### src/include/io_mmio_map_defs.svh
`ifndef IO_MMIO_MAP_DEFS_SVH
`define IO_MMIO_MAP_DEFS_SVH

// Slot assignment
`define IO_S0_GPO 0
`define IO_S1_DDFS 1
`define IO_S2_ADSR 2
`define IO_NUM_SLOTS 64

// Slot field inside the host address, register offset sits below it
`define IO_SLOT_LSB 5
`define IO_SLOT_MSB 10

`define DDFS_REG_FREQ 5'd0
`define DDFS_REG_PHASE 5'd1
`define DDFS_REG_CTRL 5'd2
`define DDFS_REG_ENV 5'd3

`define ADSR_REG_ATTACK 5'd0
`define ADSR_REG_DECAY 5'd1
`define ADSR_REG_SUSTAIN 5'd2
`define ADSR_REG_RELEASE 5'd3
`define ADSR_REG_CTRL 5'd4
`define ADSR_REG_STATUS 5'd5

// System clocks per serial bit
`define I2S_SCLK_DIV 4

`endif

### src/verilog/mmio_pkg.sv
package mmio_pkg;

    typedef logic [31:0] word_t;
    typedef logic [4:0] reg_addr_t;

    // Audio sample and envelope, 0xffff is full scale
    typedef logic signed [15:0] pcm_t;
    typedef logic [15:0] env_t;

    typedef enum logic [1:0] {
        WAVE_SQUARE   = 2'd0,
        WAVE_SAW      = 2'd1,
        WAVE_TRIANGLE = 2'd2
    } wave_t;

    typedef enum logic [2:0] {
        ADSR_IDLE    = 3'd0,
        ADSR_ATTACK  = 3'd1,
        ADSR_DECAY   = 3'd2,
        ADSR_SUSTAIN = 3'd3,
        ADSR_RELEASE = 3'd4
    } adsr_state_t;

endpackage

### src/verilog/mmio_controller.sv
`timescale 1ns/1ps
`include "io_mmio_map_defs.svh"

module mmio_controller (
    input  logic                             i_mmio_cs,
    input  logic                             i_mmio_write,
    input  logic                             i_mmio_read,
    input  logic [20:0]                      i_mmio_addr,
    input  mmio_pkg::word_t                  i_mmio_write_data,
    output mmio_pkg::word_t                  o_mmio_read_data,
    output logic [`IO_NUM_SLOTS-1:0]         o_slot_cs,
    output logic [`IO_NUM_SLOTS-1:0]         o_slot_read,
    output logic [`IO_NUM_SLOTS-1:0]         o_slot_write,
    output mmio_pkg::reg_addr_t              o_slot_reg_addr,
    output mmio_pkg::word_t                  o_slot_write_data,
    input  mmio_pkg::word_t                  i_slot_read_data [`IO_NUM_SLOTS]
);
    import mmio_pkg::*;

    logic [`IO_SLOT_MSB-`IO_SLOT_LSB:0] slot_sel;

    assign slot_sel = i_mmio_addr[`IO_SLOT_MSB:`IO_SLOT_LSB];

    // One-hot slot select, only while the host drives chip select
    always_comb begin
        o_slot_cs = '0;
        if (i_mmio_cs) begin
            o_slot_cs[slot_sel] = 1'b1;
        end
    end

    assign o_slot_read  = i_mmio_read ? o_slot_cs : '0;
    assign o_slot_write = i_mmio_write ? o_slot_cs : '0;

    // Shared by all slots, only the selected one acts
    assign o_slot_reg_addr   = reg_addr_t'(i_mmio_addr[`IO_SLOT_LSB-1:0]);
    assign o_slot_write_data = i_mmio_write_data;

    assign o_mmio_read_data = i_slot_read_data[slot_sel];

endmodule

### src/verilog/mmio_gpo.sv
`timescale 1ns/1ps

module mmio_gpo (
    input  logic                i_clk,
    input  logic                i_reset,
    input  logic                i_cs,
    input  logic                i_read,
    input  logic                i_write,
    input  mmio_pkg::reg_addr_t i_addr,
    input  mmio_pkg::word_t     i_write_data,
    output mmio_pkg::word_t     o_read_data,
    output mmio_pkg::word_t     o_gpo
);
    import mmio_pkg::*;

    word_t gpo_q;
    logic  sel_data;

    // Single data register at offset 0
    assign sel_data = (i_addr == 5'd0);

    always_ff @(posedge i_clk) begin
        if (i_reset) begin
            gpo_q <= '0;
        end else if (i_cs && i_write && sel_data) begin
            gpo_q <= i_write_data;
        end
    end

    assign o_read_data = (i_cs && i_read && sel_data) ? gpo_q : '0;
    assign o_gpo       = gpo_q;

endmodule

### src/verilog/mmio_ddfs.sv
`timescale 1ns/1ps
`include "io_mmio_map_defs.svh"

module mmio_ddfs (
    input  logic                i_clk,
    input  logic                i_reset,
    input  logic                i_cs,
    input  logic                i_read,
    input  logic                i_write,
    input  mmio_pkg::reg_addr_t i_addr,
    input  mmio_pkg::word_t     i_write_data,
    output mmio_pkg::word_t     o_read_data,
    input  logic                i_en,
    input  mmio_pkg::env_t      i_env_ext,
    output mmio_pkg::pcm_t      o_pcm_out,
    output logic                o_data_valid
);
    import mmio_pkg::*;

    logic [23:0]        freq_q;
    logic [23:0]        phase_ofs_q;
    wave_t              wave_sel_q;
    logic               env_src_q;
    env_t               env_q;

    logic [23:0]        phase_acc;
    logic [23:0]        phase_sum;
    logic [15:0]        p;
    logic [14:0]        tri_u;
    logic signed [16:0] tri_w;
    pcm_t               wave;
    env_t               env_used;
    logic signed [32:0] product;
    pcm_t               pcm_q;
    logic               valid_q;
    logic               wr_en;

    assign wr_en = i_cs && i_write;

    // Register file
    always_ff @(posedge i_clk) begin
        if (i_reset) begin
            freq_q      <= '0;
            phase_ofs_q <= '0;
            wave_sel_q  <= WAVE_SQUARE;
            env_src_q   <= 1'b0;
            env_q       <= '0;
        end else if (wr_en) begin
            case (i_addr)
                `DDFS_REG_FREQ:  freq_q <= i_write_data[23:0];
                `DDFS_REG_PHASE: phase_ofs_q <= i_write_data[23:0];
                `DDFS_REG_CTRL: begin
                    wave_sel_q <= wave_t'(i_write_data[1:0]);
                    env_src_q  <= i_write_data[2];
                end
                `DDFS_REG_ENV:   env_q <= i_write_data[15:0];
                default: ;
            endcase
        end
    end

    always_comb begin
        o_read_data = '0;
        if (i_cs && i_read) begin
            case (i_addr)
                `DDFS_REG_FREQ:  o_read_data = {8'h00, freq_q};
                `DDFS_REG_PHASE: o_read_data = {8'h00, phase_ofs_q};
                `DDFS_REG_CTRL:  o_read_data = {29'h0, env_src_q, wave_sel_q};
                `DDFS_REG_ENV:   o_read_data = {16'h0, env_q};
                default:         o_read_data = '0;
            endcase
        end
    end

    // Waveform from the offset phase
    assign phase_sum = phase_acc + phase_ofs_q;
    assign p         = phase_sum[23:8];
    assign tri_u     = p[15] ? ~p[14:0] : p[14:0];
    assign tri_w     = $signed({1'b0, tri_u, 1'b0}) - 17'sd32767;

    always_comb begin
        case (wave_sel_q)
            WAVE_SQUARE:   wave = p[15] ? 16'sh8001 : 16'sh7fff;
            WAVE_SAW:      wave = $signed(p);
            WAVE_TRIANGLE: wave = tri_w[15:0];
            default:       wave = '0;
        endcase
    end

    assign env_used = env_src_q ? i_env_ext : env_q;
    // Q16 scaling, the slice is the arithmetic shift by 16
    assign product  = wave * $signed({1'b0, env_used});

    always_ff @(posedge i_clk) begin
        if (i_reset) begin
            phase_acc <= '0;
            pcm_q     <= '0;
            valid_q   <= 1'b0;
        end else if (i_en) begin
            pcm_q     <= product[31:16];
            phase_acc <= phase_acc + freq_q;
            valid_q   <= 1'b1;
        end
    end

    assign o_pcm_out    = pcm_q;
    assign o_data_valid = valid_q;

endmodule

### src/verilog/mmio_adsr.sv
`timescale 1ns/1ps
`include "io_mmio_map_defs.svh"

module mmio_adsr (
    input  logic                i_clk,
    input  logic                i_reset,
    input  logic                i_cs,
    input  logic                i_read,
    input  logic                i_write,
    input  mmio_pkg::reg_addr_t i_addr,
    input  mmio_pkg::word_t     i_write_data,
    output mmio_pkg::word_t     o_read_data,
    output mmio_pkg::env_t      o_env
);
    import mmio_pkg::*;

    word_t       attack_step_q;
    word_t       decay_step_q;
    word_t       release_step_q;
    env_t        sustain_q;
    logic        gate_q;

    adsr_state_t state;
    word_t       acc;
    logic [32:0] att_sum;
    logic [32:0] dec_diff;
    logic [32:0] rel_diff;
    word_t       sus_target;
    logic        wr_en;
    logic        ctrl_wr;

    assign wr_en   = i_cs && i_write;
    assign ctrl_wr = wr_en && (i_addr == `ADSR_REG_CTRL);

    always_ff @(posedge i_clk) begin
        if (i_reset) begin
            attack_step_q  <= '0;
            decay_step_q   <= '0;
            release_step_q <= '0;
            sustain_q      <= '0;
            gate_q         <= 1'b0;
        end else if (wr_en) begin
            case (i_addr)
                `ADSR_REG_ATTACK:  attack_step_q <= i_write_data;
                `ADSR_REG_DECAY:   decay_step_q <= i_write_data;
                `ADSR_REG_SUSTAIN: sustain_q <= i_write_data[15:0];
                `ADSR_REG_RELEASE: release_step_q <= i_write_data;
                `ADSR_REG_CTRL:    gate_q <= i_write_data[0];
                default: ;
            endcase
        end
    end

    always_comb begin
        o_read_data = '0;
        if (i_cs && i_read) begin
            case (i_addr)
                `ADSR_REG_ATTACK:  o_read_data = attack_step_q;
                `ADSR_REG_DECAY:   o_read_data = decay_step_q;
                `ADSR_REG_SUSTAIN: o_read_data = {16'h0, sustain_q};
                `ADSR_REG_RELEASE: o_read_data = release_step_q;
                `ADSR_REG_CTRL:    o_read_data = {31'h0, gate_q};
                `ADSR_REG_STATUS:  o_read_data = {acc[31:16], 13'h0, state};
                default:           o_read_data = '0;
            endcase
        end
    end

    // Extra top bit catches overflow and underflow of each step
    assign att_sum    = {1'b0, acc} + {1'b0, attack_step_q};
    assign dec_diff   = {1'b0, acc} - {1'b0, decay_step_q};
    assign rel_diff   = {1'b0, acc} - {1'b0, release_step_q};
    assign sus_target = {sustain_q, 16'h0000};

    always_ff @(posedge i_clk) begin
        if (i_reset) begin
            state <= ADSR_IDLE;
            acc   <= '0;
        end else if (ctrl_wr && i_write_data[0]) begin
            // Retrigger starts from the current level
            state <= ADSR_ATTACK;
        end else if (ctrl_wr && (state != ADSR_IDLE)) begin
            state <= ADSR_RELEASE;
        end else begin
            case (state)
                ADSR_ATTACK: begin
                    if (att_sum[32] || (&att_sum[31:0])) begin
                        acc   <= '1;
                        state <= ADSR_DECAY;
                    end else begin
                        acc <= att_sum[31:0];
                    end
                end
                ADSR_DECAY: begin
                    if (dec_diff[32] || (dec_diff[31:0] <= sus_target)) begin
                        acc   <= sus_target;
                        state <= ADSR_SUSTAIN;
                    end else begin
                        acc <= dec_diff[31:0];
                    end
                end
                ADSR_SUSTAIN: acc <= sus_target;
                ADSR_RELEASE: begin
                    if (rel_diff[32] || (rel_diff[31:0] == '0)) begin
                        acc   <= '0;
                        state <= ADSR_IDLE;
                    end else begin
                        acc <= rel_diff[31:0];
                    end
                end
                default: acc <= '0;
            endcase
        end
    end

    assign o_env = acc[31:16];

endmodule

### src/verilog/i2s_tx.sv
`timescale 1ns/1ps
`include "io_mmio_map_defs.svh"

module i2s_tx (
    input  logic           i_clk,
    input  logic           i_reset,
    input  mmio_pkg::pcm_t i_audio_l,
    input  mmio_pkg::pcm_t i_audio_r,
    input  logic           i_data_valid,
    output logic           o_data_ready,
    output logic           o_tx_mclk,
    output logic           o_tx_sclk,
    output logic           o_tx_lrclk,
    output logic           o_tx_sd
);
    import mmio_pkg::*;

    localparam int DIV   = `I2S_SCLK_DIV;
    localparam int DIV_W = $clog2(DIV);

    logic [DIV_W-1:0] div_cnt;
    logic             bit_tick;
    logic [4:0]       bit_cnt;
    logic [4:0]       next_bit;
    word_t            shift_q;
    word_t            frame_word;

    // Falling sclk edge, one per serial bit
    assign bit_tick = (div_cnt == DIV_W'(DIV - 1));
    assign next_bit = bit_cnt + 5'd1;

    // Left word in the upper half, silence until the DDFS has a sample
    assign frame_word = i_data_valid ? {i_audio_l, i_audio_r} : '0;

    always_ff @(posedge i_clk) begin
        if (i_reset) begin
            div_cnt      <= '0;
            o_tx_mclk    <= 1'b0;
            o_tx_sclk    <= 1'b0;
            o_data_ready <= 1'b0;
        end else begin
            o_tx_mclk <= ~o_tx_mclk;
            div_cnt   <= bit_tick ? '0 : div_cnt + 1'b1;
            if (div_cnt == DIV_W'(DIV / 2 - 1)) begin
                o_tx_sclk <= 1'b1;
            end else if (bit_tick) begin
                o_tx_sclk <= 1'b0;
            end
            // High in the cycle before the frame load
            o_data_ready <= (div_cnt == DIV_W'(DIV - 2)) && (bit_cnt == 5'd31);
        end
    end

    always_ff @(posedge i_clk) begin
        if (i_reset) begin
            bit_cnt    <= '0;
            shift_q    <= '0;
            o_tx_lrclk <= 1'b0;
            o_tx_sd    <= 1'b0;
        end else if (bit_tick) begin
            bit_cnt    <= next_bit;
            o_tx_lrclk <= next_bit[4];
            if (next_bit == 5'd0) begin
                o_tx_sd <= frame_word[31];
                shift_q <= {frame_word[30:0], 1'b0};
            end else begin
                o_tx_sd <= shift_q[31];
                shift_q <= {shift_q[30:0], 1'b0};
            end
        end
    end

endmodule

### src/verilog/mmio_top.sv
`timescale 1ns/1ps
`include "io_mmio_map_defs.svh"

module mmio_top (
    input  logic            i_clk,
    input  logic            i_reset,
    input  logic            i_mmio_cs,
    input  logic            i_mmio_write,
    input  logic            i_mmio_read,
    input  logic [20:0]     i_mmio_addr,
    input  mmio_pkg::word_t i_mmio_write_data,
    output mmio_pkg::word_t o_mmio_read_data,
    output logic [3:0]      o_led,
    output logic            o_audio_tx_mclk,
    output logic            o_audio_tx_sclk,
    output logic            o_audio_tx_lrclk,
    output logic            o_audio_tx_sd
);
    import mmio_pkg::*;

    logic [`IO_NUM_SLOTS-1:0] slot_cs;
    logic [`IO_NUM_SLOTS-1:0] slot_read;
    logic [`IO_NUM_SLOTS-1:0] slot_write;
    reg_addr_t                slot_reg_addr;
    word_t                    slot_write_data;
    word_t                    slot_read_data [`IO_NUM_SLOTS];

    word_t gpo;
    logic  ddfs_en;
    logic  ddfs_data_valid;
    pcm_t  ddfs_pcm;
    env_t  adsr_env;

    mmio_controller mmio_controller_unit (
        .i_mmio_cs         (i_mmio_cs),
        .i_mmio_write      (i_mmio_write),
        .i_mmio_read       (i_mmio_read),
        .i_mmio_addr       (i_mmio_addr),
        .i_mmio_write_data (i_mmio_write_data),
        .o_mmio_read_data  (o_mmio_read_data),
        .o_slot_cs         (slot_cs),
        .o_slot_read       (slot_read),
        .o_slot_write      (slot_write),
        .o_slot_reg_addr   (slot_reg_addr),
        .o_slot_write_data (slot_write_data),
        .i_slot_read_data  (slot_read_data)
    );

    mmio_gpo mmio_gpo_unit (
        .i_clk        (i_clk),
        .i_reset      (i_reset),
        .i_cs         (slot_cs[`IO_S0_GPO]),
        .i_read       (slot_read[`IO_S0_GPO]),
        .i_write      (slot_write[`IO_S0_GPO]),
        .i_addr       (slot_reg_addr),
        .i_write_data (slot_write_data),
        .o_read_data  (slot_read_data[`IO_S0_GPO]),
        .o_gpo        (gpo)
    );

    assign o_led = gpo[3:0];

    mmio_ddfs mmio_ddfs_unit (
        .i_clk        (i_clk),
        .i_reset      (i_reset),
        .i_cs         (slot_cs[`IO_S1_DDFS]),
        .i_read       (slot_read[`IO_S1_DDFS]),
        .i_write      (slot_write[`IO_S1_DDFS]),
        .i_addr       (slot_reg_addr),
        .i_write_data (slot_write_data),
        .o_read_data  (slot_read_data[`IO_S1_DDFS]),
        .i_en         (ddfs_en),
        .i_env_ext    (adsr_env),
        .o_pcm_out    (ddfs_pcm),
        .o_data_valid (ddfs_data_valid)
    );

    mmio_adsr mmio_adsr_unit (
        .i_clk        (i_clk),
        .i_reset      (i_reset),
        .i_cs         (slot_cs[`IO_S2_ADSR]),
        .i_read       (slot_read[`IO_S2_ADSR]),
        .i_write      (slot_write[`IO_S2_ADSR]),
        .i_addr       (slot_reg_addr),
        .i_write_data (slot_write_data),
        .o_read_data  (slot_read_data[`IO_S2_ADSR]),
        .o_env        (adsr_env)
    );

    // Mono source on both channels
    i2s_tx i2s_tx_unit (
        .i_clk        (i_clk),
        .i_reset      (i_reset),
        .i_audio_l    (ddfs_pcm),
        .i_audio_r    (ddfs_pcm),
        .i_data_valid (ddfs_data_valid),
        .o_data_ready (ddfs_en),
        .o_tx_mclk    (o_audio_tx_mclk),
        .o_tx_sclk    (o_audio_tx_sclk),
        .o_tx_lrclk   (o_audio_tx_lrclk),
        .o_tx_sd      (o_audio_tx_sd)
    );

    // Empty slots read as all ones
    for (genvar i = 3; i < `IO_NUM_SLOTS; i++) begin : g_unused_slot
        assign slot_read_data[i] = 32'hffff_ffff;
    end

endmodule

### config.mk
export PLATFORM = sky130hd
export DESIGN_NAME = mmio_top
export DESIGN_NICKNAME = d
export VERILOG_FILES = /design/src/verilog/mmio_pkg.sv /design/src/verilog/mmio_controller.sv /design/src/verilog/mmio_gpo.sv /design/src/verilog/mmio_ddfs.sv /design/src/verilog/mmio_adsr.sv /design/src/verilog/i2s_tx.sv /design/src/verilog/mmio_top.sv
export VERILOG_INCLUDE_DIRS = /design/src /design/src/include
export SDC_FILE = /design/constraint.sdc
export NUM_CORES = 2
export LEC_CHECK = 0
export BUFFER_PORTS_ARGS = -buffer_cell sky130_fd_sc_hd__buf_2
export CORE_MARGIN = 1.5
export CORE_UTILIZATION = 45
export DETAILED_ROUTE_END_ITERATION = 10
export GPL_TIMING_DRIVEN = 0
export PLACE_DENSITY_LB_ADDON = 0.12
export SETUP_SLACK_MARGIN = 0.5
export SLEW_MARGIN = 15
export SYNTH_ARGS = -nofsm -noshare
export SYNTH_HDL_FRONTEND = slang
export SYNTH_SLANG_ARGS = --single-unit
### constraint.sdc
create_clock -name i_clk -period 10.2 [get_ports i_clk]
set_input_delay 0.51 -clock i_clk [delete_from_list [all_inputs] [get_ports i_clk]]
set_output_delay 0.51 -clock i_clk [all_outputs]
set_load 0.1 [all_outputs]
==> impl_metrics.json <==
{
  "status": "finished, final reports clean",
  "cpPeakStageDelay_ns": 0.53,
  "first_global_vias": 28900,
  "reg2reg_from": "mmio_ddfs_unit.phase_acc[11]",
  "rsz0062_at_grt": "no",
  "grt_usage_pct": 33.1,
  "num_rows": 96,
  "drive_gt1_share_pct": 6.24,
  "synthArstFlopShare_pct": 0,
  "cts_buffers": 40,
  "totalWireLength_mm": 118,
  "reg2reg_depth": 34,
  "cp_slowest_cell": "fa_1",
  "total_power_mw": 3.03,
  "startpoint_type": "flip-flop",
  "synth_area_sq_um": 31000,
  "cts.htree.levels": 2,
  "fillers": 6924,
  "finalHoldViolCount": 0,
  "synthCells": 4046,
  "finalMaxSlewViolations": 0,
  "clock_sinks": 330,
  "rrSetupSlack_ns": 0.87,
  "path_clk_slew_ns": 0.06,
  "grt_max_degree": 14,
  "syn_avg_cell_area_sq_um": 7.66,
  "firstDrtPassIters": 6,
  "cts_tree": "done",
  "portBuffers": 72,
  "worst_pin_slew_ns": 1.26,
  "multi_input_area_sq_um": 22300,
  "p_leak_nw": 14.7,
  "endpoint_kind": "flip-flop",
  "endpoint": "mmio_ddfs_unit.o_pcm_out[14]",
  "yosys_register_bits": 330,
  "gr-total-overflow": 0,
  "place.gp.congestion": 0.999,
  "crit_start": "mmio_ddfs_unit.phase_acc[11]",
  "io_pins": 98,
  "finClkSkew_ns": 0.0573,
  "peakVddDrop_v": 0.000150,
  "ys_seq_area_share_pct": 21.3,
  "regArea_sq_um": 6610,
  "worstPathRequired_ns": 10.66,
  "antenna_found_initial": 8,
  "fin_tns_setup_ns": 0,
  "slew_headroom_pct": 13.9,
  "critical_path_class": "reg -> reg",
  "final_cell_count_no_fill": 5084,
  "antenna_left": 0,
  "drc": 0,
  "core_region_area_sq_um": 68300,
  "drt_iter0_markers": 2972,
  "cp_max_fo": 10,
  "fin_nets": 4699,
  "dp_hpwl_mm": 95.5,
  "synthFlopType": "dfxtp_1",
  "synth-edff-count": 0,
  "syn_nets": 4577,
  "wl_per_cell_um": 23.2,
  "fin_util_pct": 50.1,
  "start_util_pct": 45.4,
  "fmax_mhz": 107,
  "period_minus_slack_ns": 9.33,
  "via_per_inst": 5.95,
  "die-width_um": 266,
  "maxCapViolCount": 0,
  "dieHeight_um": 266,
  "vias": 30200,
  "grt_pass1_wl_mm": 177,
  "syn_to_final_growth_pct": 10.3,
  "arrival_ns": 9.79,
  "crit_top_cell": "fa_1",
  "min_period_over_period_pct": 91.5,
  "dp.cells": 5002,
  "r2r-end": "mmio_ddfs_unit.o_pcm_out[14]",
  "cts-root-buf": "clkbuf_16",
  "dieArea_sq_um": 70500,
  "synth_cell_type_count": 87,
  "yosys_warnings": 0,
  "hp-class": "in -> reg",
  "power.density_nw_per_um2": 88.6,
  "ctsHoldBuffers": 0,
  "cts_buffer_depth": 3,
  "setup_violations": 0,
  "clkLatencyLatePin_ns": 0.62
}
-- Yosys cell counts, types with 24 or more instances --
cell	number	area, sq um
a22oi_1	59	443
inv_1	389	1460
a211oi_1	54	405
nand4_1	25	156
nor2_1	323	1210
o211ai_1	24	180
dfxtp_1	330	6610
o21ai_0	145	726
nand2b_1	28	175
xnor2_1	70	613
ha_1	276	3450
a21o_1	85	638
nor2b_1	25	156
nor3_1	52	260
a31oi_1	30	188
o21a_1	27	203
a221oi_1	25	219
fa_1	197	3940
a21oi_1	423	2120
nand2_1	736	2760
nand3_1	42	210
o22ai_1	27	169
and3_1	24	150
xor2_1	50	438
mux2i_1	83	831
clkbuf_1	170	638
-- report_power, final --
part | total (mW) | internal, mW | switching (mW)
Combinational | 0.182 | 0.0379 | 0.144
Clock | 1.54 | 0.897 | 0.645
Sequential | 1.31 | 1.30 | 0.00832
-- worst max-delay path, delay by kind of cell (launching register included) --
family / cells / cell delay [ns]
fa+ha+maj: 8 / 3.71
simple gates: 9 / 1.87
compound gates: 10 / 2.17
mux: 1 / 0.34
flops: 1 / 0.35
buf+inv: 6 / 0.74
-- cells by family (layout without fill, tap and decap cells) --
group	count (synthesis)	count (layout)	synth area share [%]
compound gates	1053	1053	21.5
simple gates	1368	1368	19.0
fa+ha+maj	473	473	23.9
flops	330	330	21.3
xor+xnor	120	120	3.39
mux	104	104	3.55
buf+inv	598	748	7.41
other cells	0	6	0
-- metrics by stage --
stage	hold slack (ns)	setup slack, ns	instance area (sq um)
6_report	0.193	0.869	34200
5_1_grt	0.199	0.488	34200
4_1_cts	0.178	0.501	34000
3_5_place_dp	0.400	-0.498	32500
3_3_place_gp	0.397	-0.939	32500
2_1_floorplan	0.425	1.50	31000
-- flip-flops by register name (all words and copies together), names as in the netlist, 2 cells and up --
signal                         flops
i2s_tx_unit.div_cnt                2
mmio_ddfs_unit.env_q              16
mmio_adsr_unit.sustain_q          16
mmio_adsr_unit.decay_step_q       32
i2s_tx_unit.bit_cnt                5
mmio_ddfs_unit.o_pcm_out          16
mmio_adsr_unit.attack_step_q      32
mmio_ddfs_unit.freq_q             24
i2s_tx_unit.shift_q               31
mmio_ddfs_unit.phase_acc          24
mmio_ddfs_unit.phase_ofs_q        24
mmio_adsr_unit.release_step_q     32
mmio_ddfs_unit.wave_sel_q          2
mmio_adsr_unit.acc                32
mmio_gpo_unit.o_gpo               32
mmio_adsr_unit.state               3
-- final cells by class --
cell class	instances	share of cell area, %
multi-input cells	3118	65.2
inverters	392	4.30
plain buffers	206	2.60
repair buffers	80	1.22
flip-flops and latches	330	19.3
well taps	882	3.23
diodes	6	0.0439
clock inverters	16	0.728
clock buffers	54	3.34
-- repair_timing --
item,4_1_cts,5_1_grt
endpoints found under the setup margin,15,13
resized for setup,25,52
pin swaps,0,3
setup buffers,0,6
-- cells in the final DEF (no fill, tap or decap), types with 25 or more instances in the layout --
cell type / netlist / final
nand2_1: 736 / 736
dfxtp_1: 330 / 330
a21o_1: 85 / 85
a21oi_1: 423 / 422
inv_1: 389 / 389
nand3_1: 42 / 42
a31oi_1: 30 / 28
mux2i_1: 83 / 78
clkbuf_1: 170 / 160
xnor2_1: 70 / 70
buf_2: 6 / 78
nand2b_1: 28 / 28
xor2_1: 50 / 50
o21ai_0: 145 / 145
a211oi_1: 54 / 53
ha_1: 276 / 274
nor3_1: 52 / 51
nor2_1: 323 / 322
fa_1: 197 / 197
a22oi_1: 59 / 59
nand4_1: 25 / 25
o21a_1: 27 / 27
clkbuf_16: 0 / 40
nor2b_1: 25 / 25
-- metal layers --
metal	global-route usage, %	vias up	share of wire (%)
met5	0	-	0.014
met4	13.6	4	4.4
met3	6.26	275	9.1
met2	51.3	1335	44
met1	45.0	14500	43
li1	-	14100	-
-- how the worst min path moves through the flow --
stage                                            start                           end  slack (ns)  cells after the start
final                            i_mmio_write_data[16]     mmio_ddfs_unit.freq_q[16]        0.19                      3
after global routing             i_mmio_write_data[16]       mmio_gpo_unit.o_gpo[16]        0.20                      3
after CTS                        i_mmio_write_data[16]     mmio_ddfs_unit.freq_q[16]        0.18                      3
after detailed placement         i2s_tx_unit.o_tx_mclk         i2s_tx_unit.o_tx_mclk        0.40                      1
after global placement           i2s_tx_unit.o_tx_mclk         i2s_tx_unit.o_tx_mclk        0.40                      1
after floorplan           mmio_ddfs_unit.o_pcm_out[11]  mmio_ddfs_unit.o_pcm_out[11]        0.43                      2
(Power assumes the default switching activity.)
